<file path="config.mk">
export PLATFORM = sky130hd
export DESIGN_NAME = token_manager
export DESIGN_NICKNAME = d
export VERILOG_FILES = /design/src/source/token_types_pkg.sv /design/src/source/token_manager.sv
export VERILOG_INCLUDE_DIRS = /design/src /design/src/source
export SDC_FILE = /design/constraint.sdc
export NUM_CORES = 1
export LEC_CHECK = 0
export BUFFER_PORTS_ARGS = -buffer_cell sky130_fd_sc_hd__clkbuf_2
export CAP_MARGIN = 40
export CORE_AREA = 4 4 41 43
export CTS_CLUSTER_DIAMETER = 100
export DETAILED_ROUTE_END_ITERATION = 8
export DIE_AREA = 0 0 45 47
export PLACE_DENSITY_LB_ADDON = 0.1
export SETUP_SLACK_MARGIN = 0.1
export SLEW_MARGIN = 20
export SYNTH_ARGS = -nofsm -noshare
export SYNTH_HDL_FRONTEND = slang
export SYNTH_SLANG_ARGS = --single-unit
export TNS_END_PERCENT = 10
</file>
<file path="constraint.sdc">
create_clock -name clk -period 0.95 [get_ports clk]
set_clock_uncertainty 0.05 [all_clocks]
set_input_delay 0.2375 -clock clk [delete_from_list [all_inputs] [get_ports clk]]
set_output_delay 0.2375 -clock clk [all_outputs]
set_load 0.1 [all_outputs]
</file>
<file path="src/source/pool_params.svh">
`ifndef POOL_PARAMS_SVH
`define POOL_PARAMS_SVH

// ------------------------------------------------------------
// Pool sizing
// ------------------------------------------------------------

// Number of requesters competing for the pool
`define POOL_PORTS_N 4

// Number of identical resources, one token each
// Keep at or below POOL_PORTS_N
`define POOL_GNTS_N 2

`endif
</file>
<file path="src/source/token_types_pkg.sv">
`include "pool_params.svh"

package token_types_pkg;

    // ------------------------------------------------------------
    // Resource side widths
    // ------------------------------------------------------------

    // Token id width, never below one bit
    localparam int TOKEN_ID_W = (`POOL_GNTS_N > 1) ? $clog2(`POOL_GNTS_N) : 1;

    // Resource number
    typedef logic [TOKEN_ID_W-1:0] token_id_t;

    // One bit per resource, used for free set and returns
    typedef logic [`POOL_GNTS_N-1:0] token_vec_t;

    // ------------------------------------------------------------
    // Offer from token manager to arbiter
    // ------------------------------------------------------------

    typedef struct packed {
        logic      avail;   // Some token is free
        token_id_t id;      // Lowest free token
    } token_offer_t;

endpackage

</file>
<file path="src/source/token_manager.sv">
`timescale 1ns/1ps

`include "pool_params.svh"

module token_manager (
    input  logic                          clk,
    input  logic                          reset,
    input  logic                          take,
    input  token_types_pkg::token_vec_t   give_back,
    output token_types_pkg::token_offer_t offer
);

    import token_types_pkg::*;

    // One bit per token, set while free
    token_vec_t free_map;

    // Decoded bit of the offered token
    token_vec_t take_mask;

    // ------------------------------------------------------------
    // Offer, straight from the free bitmap
    // ------------------------------------------------------------

    always_comb begin
        offer.avail = |free_map;
        offer.id    = '0;
        // Walk down so the lowest free bit wins
        for (int i = `POOL_GNTS_N - 1; i >= 0; i--) begin
            if (free_map[i]) begin
                offer.id = token_id_t'(i);
            end
        end
    end

    // Only the offered token can be taken
    always_comb begin
        take_mask = '0;
        if (take) begin
            take_mask[offer.id] = 1'b1;
        end
    end

    // ------------------------------------------------------------
    // Bitmap update
    // ------------------------------------------------------------

    // All tokens free out of reset
    // Allocation and returns land on the same edge
    always_ff @(posedge clk or posedge reset) begin
        if (reset) begin
            free_map <= '1;
        end else begin
            free_map <= (free_map & ~take_mask) | give_back;
        end
    end

    // ------------------------------------------------------------
    // Checks on the arbiter side of the handshake
    // ------------------------------------------------------------

    // Arbiter must not take from an empty pool
    a_take_needs_avail: assert property (
        @(posedge clk) disable iff (reset)
        take |-> offer.avail
    ) else $error("token_manager: take without a free token");

    // Returned tokens must be allocated ones
    a_give_back_allocated: assert property (
        @(posedge clk) disable iff (reset)
        (give_back & free_map) == '0
    ) else $error("token_manager: give_back names a free token");

endmodule

</file>
==> flow_summary.ini <==
[drt]
vias = 91
met3_length_um = 51
met1_length_um = 109
initialDrtViolationCount = 2
dr.pass1.iters = 2
top_layer_used = met3
met2_wirelength_um = 86
via_per_inst = 2.600
wirelength_um = 247
wl_per_cell_um = 7.057
drcViolationCount = 0
ant_nets = 0

[worst_setup_path]
worstSetupStartpointType = register
rrSetupSlack_ps = 20
crit_path_end_kind = primary output
r2r_end = free_map[1]
path_cells = and2b_4, buf_12
path_max_fanout = 3
crit_type = reg -> out
r2r-start = free_map[0]
max_stage_delay_ps = 520
reg2reg_depth = 3
critPathArrivalTime_ps = 1100
slowest_stage = dfstp_2
worst_ep_required_time_ps = 660

[power]
ir_worst_vdd_uv = 472.6
powerDensity_nw_per_um2 = 1723
p_leak_nw = 0.1075

[status]
violations = negative setup slack
outcome = complete, but fails checks

[global_route]
grt_pass1_vias = 86
antenna_found_initial = 0
grt_max_degree = 4
gr-usage-all-layers_pct = 2.767
grt_pass1_wl_um = 310
grt_overflow = 0

[synthesis]
synth_cell_types = 7
ys_warn_count = 0
yosysTopAreaCellShare_pct = 53.85
seq_area_frac_synth_pct = 53.85
synthArstFlopShare_pct = 100.0
syn_avg_cell_area_um2 = 10.84
synth_area_leaders = dfstp_2 (54%), a21o_2 (9.0%), and2b_2 (9.0%), a21o_1 (7.7%), inv_1 (7.7%)
ys_seq_elements = 2
synthCells = 9
synth_flop_cell = dfstp_2
syn-cell-area_um2 = 97.59
synth_nets = 14
synth_top_cell_by_area = dfstp_2
synth_commonest_cells = dfstp_2 (2), inv_1 (2)
synth_edf_count = 0

[min_path]
min_path_type = in -> reg
min_from = give_back[0]
whs_endpoint = free_map[0]
min_path_cells = 2

[sta]
relSlewSlack_pct = 94.52
finalSetupViolations = 2
setup_ws_ps = -436.2
slew_viol_final = 0
fmax_mhz = 721.4
worst_pin_slew_ps = 82.09
grt_setup_unrepaired = true
fin_crit_ps = 1386
hold_viol = 0
min_period_over_period_pct = 145.9

[clock_network]
cts_tree = done
numCtsBuffers = 3
clock_sinks = 2
clkTransAtPathRegs_ps = 30
cts_root_buffer = clkbuf_4
clk-insertion-delay-late_ps = 220
htreeDepth = 1
clockBufferDepth = 2
postCtsSetupBuffers = 0

[layout]
nets = 27
n_fill_cell = 156
drive_gt1_share_pct = 75.00
final-seq-area_um2 = 52.55
largest_register_ffs = 2
syn2layout_area_growth_pct = 125.6
largest_register = free_map
top_regs = free_map (2)
stdcell_count = 35
insertedDiodeCount = 0
multiInputGateArea_um2 = 41.29

[floorplan]
rows = 13
dieWidth_um = 45
pin_count = 7
initial_core_util_pct = 7.500
dieArea_um2 = 2115
chipHeight_um = 47
core_um2 = 1301

[placement]
routabilityCongestion = 0.6067
numPortBuffers = 6
dp_slack_ps = -204.9
dp_cells = 31

[run]
maxCapViolCount = 0
[placed cells by master (no fill, tap or decap)]
master         Yosys  final
or2_4              0      1
inv_1              2      2
a21o_1             1      1
nand2b_1           1      1
clkbuf_4           0      3
a21o_2             1      1
clkbuf_2           0      4
buf_12             0      2
dlygate4sd3_1      0      1
buf_4              0      1
dfstp_2            2      2
and2b_4            0      1
[power by group]
part / switching [mW] / internal [mW]
combinational: 0.0494 / 0.0428
clock: 0.0481 / 0.139
sequential: 0.00398 / 0.0959
total: 0.102 / 0.278
[final cells by class]
type,count,area share (%)
clock buffer,3,10.23
timing repair buffer,8,35.23
multi-input combinational,5,18.75
sequential,2,23.86
tap,15,8.523
inverter,2,3.409
[stage by stage]
stage / hold slack (ps) / TNS (ps) / power, mW / util [%] / instance area, µm²
3_3_place_gp: 194.6 / -358.8 / 0.1913 / 14.42 / 187.7
5_1_grt: 149.8 / -919.3 / 0.4036 / 16.92 / 220.2
2_1_floorplan: 99.00 / -364.2 / 0.1533 / - / 101.3
4_1_cts: 139.4 / -850.6 / 0.4002 / 16.92 / 220.2
3_5_place_dp: 200.2 / -351.5 / 0.1909 / 14.42 / 187.7
6_report: 148.8 / -813.5 / 0.3795 / 16.92 / 220.2
[worst max-delay path, delay by kind of cell (launching register included)]
kind                   cells  cell delay, ps
flip-flops                 1             520
buffers and inverters      1             160
AND/OR/NAND/NOR            1             190
[metal layers]
metal	track usage (%)	vias up
met1	1.822	35
met3	4.981	0
met4	3.509	0
met2	2.260	6
met5	0	-
li1	-	50
[kinds of logic after synthesis]
group,Yosys count,share of synthesized area [%]
simple gates,3,21.80
flops,2,53.85
compound gates,2,16.67
buf+inv,2,7.695
[repair_timing]
action                                  4_1_cts  5_1_grt
resized for setup                             0        0
gates cloned                                  0        0
hold endpoints to repair                      2        0
endpoints found under the setup margin        3        4
pin swaps                                     0        0
hold buffers                                  1        0
[worst max path at each step]
stage / start / endpoint / depth (start not counted)
2_1_floorplan: free_map[1] / offer[0] / 1
3_3_place_gp: free_map[0] / offer[0] / 2
6_report: free_map[0] / offer[0] / 2
4_1_cts: free_map[0] / offer[0] / 2
5_1_grt: free_map[0] / offer[0] / 2
3_5_place_dp: free_map[0] / offer[0] / 2
Note: power is estimated with default switching activity, not from simulation.
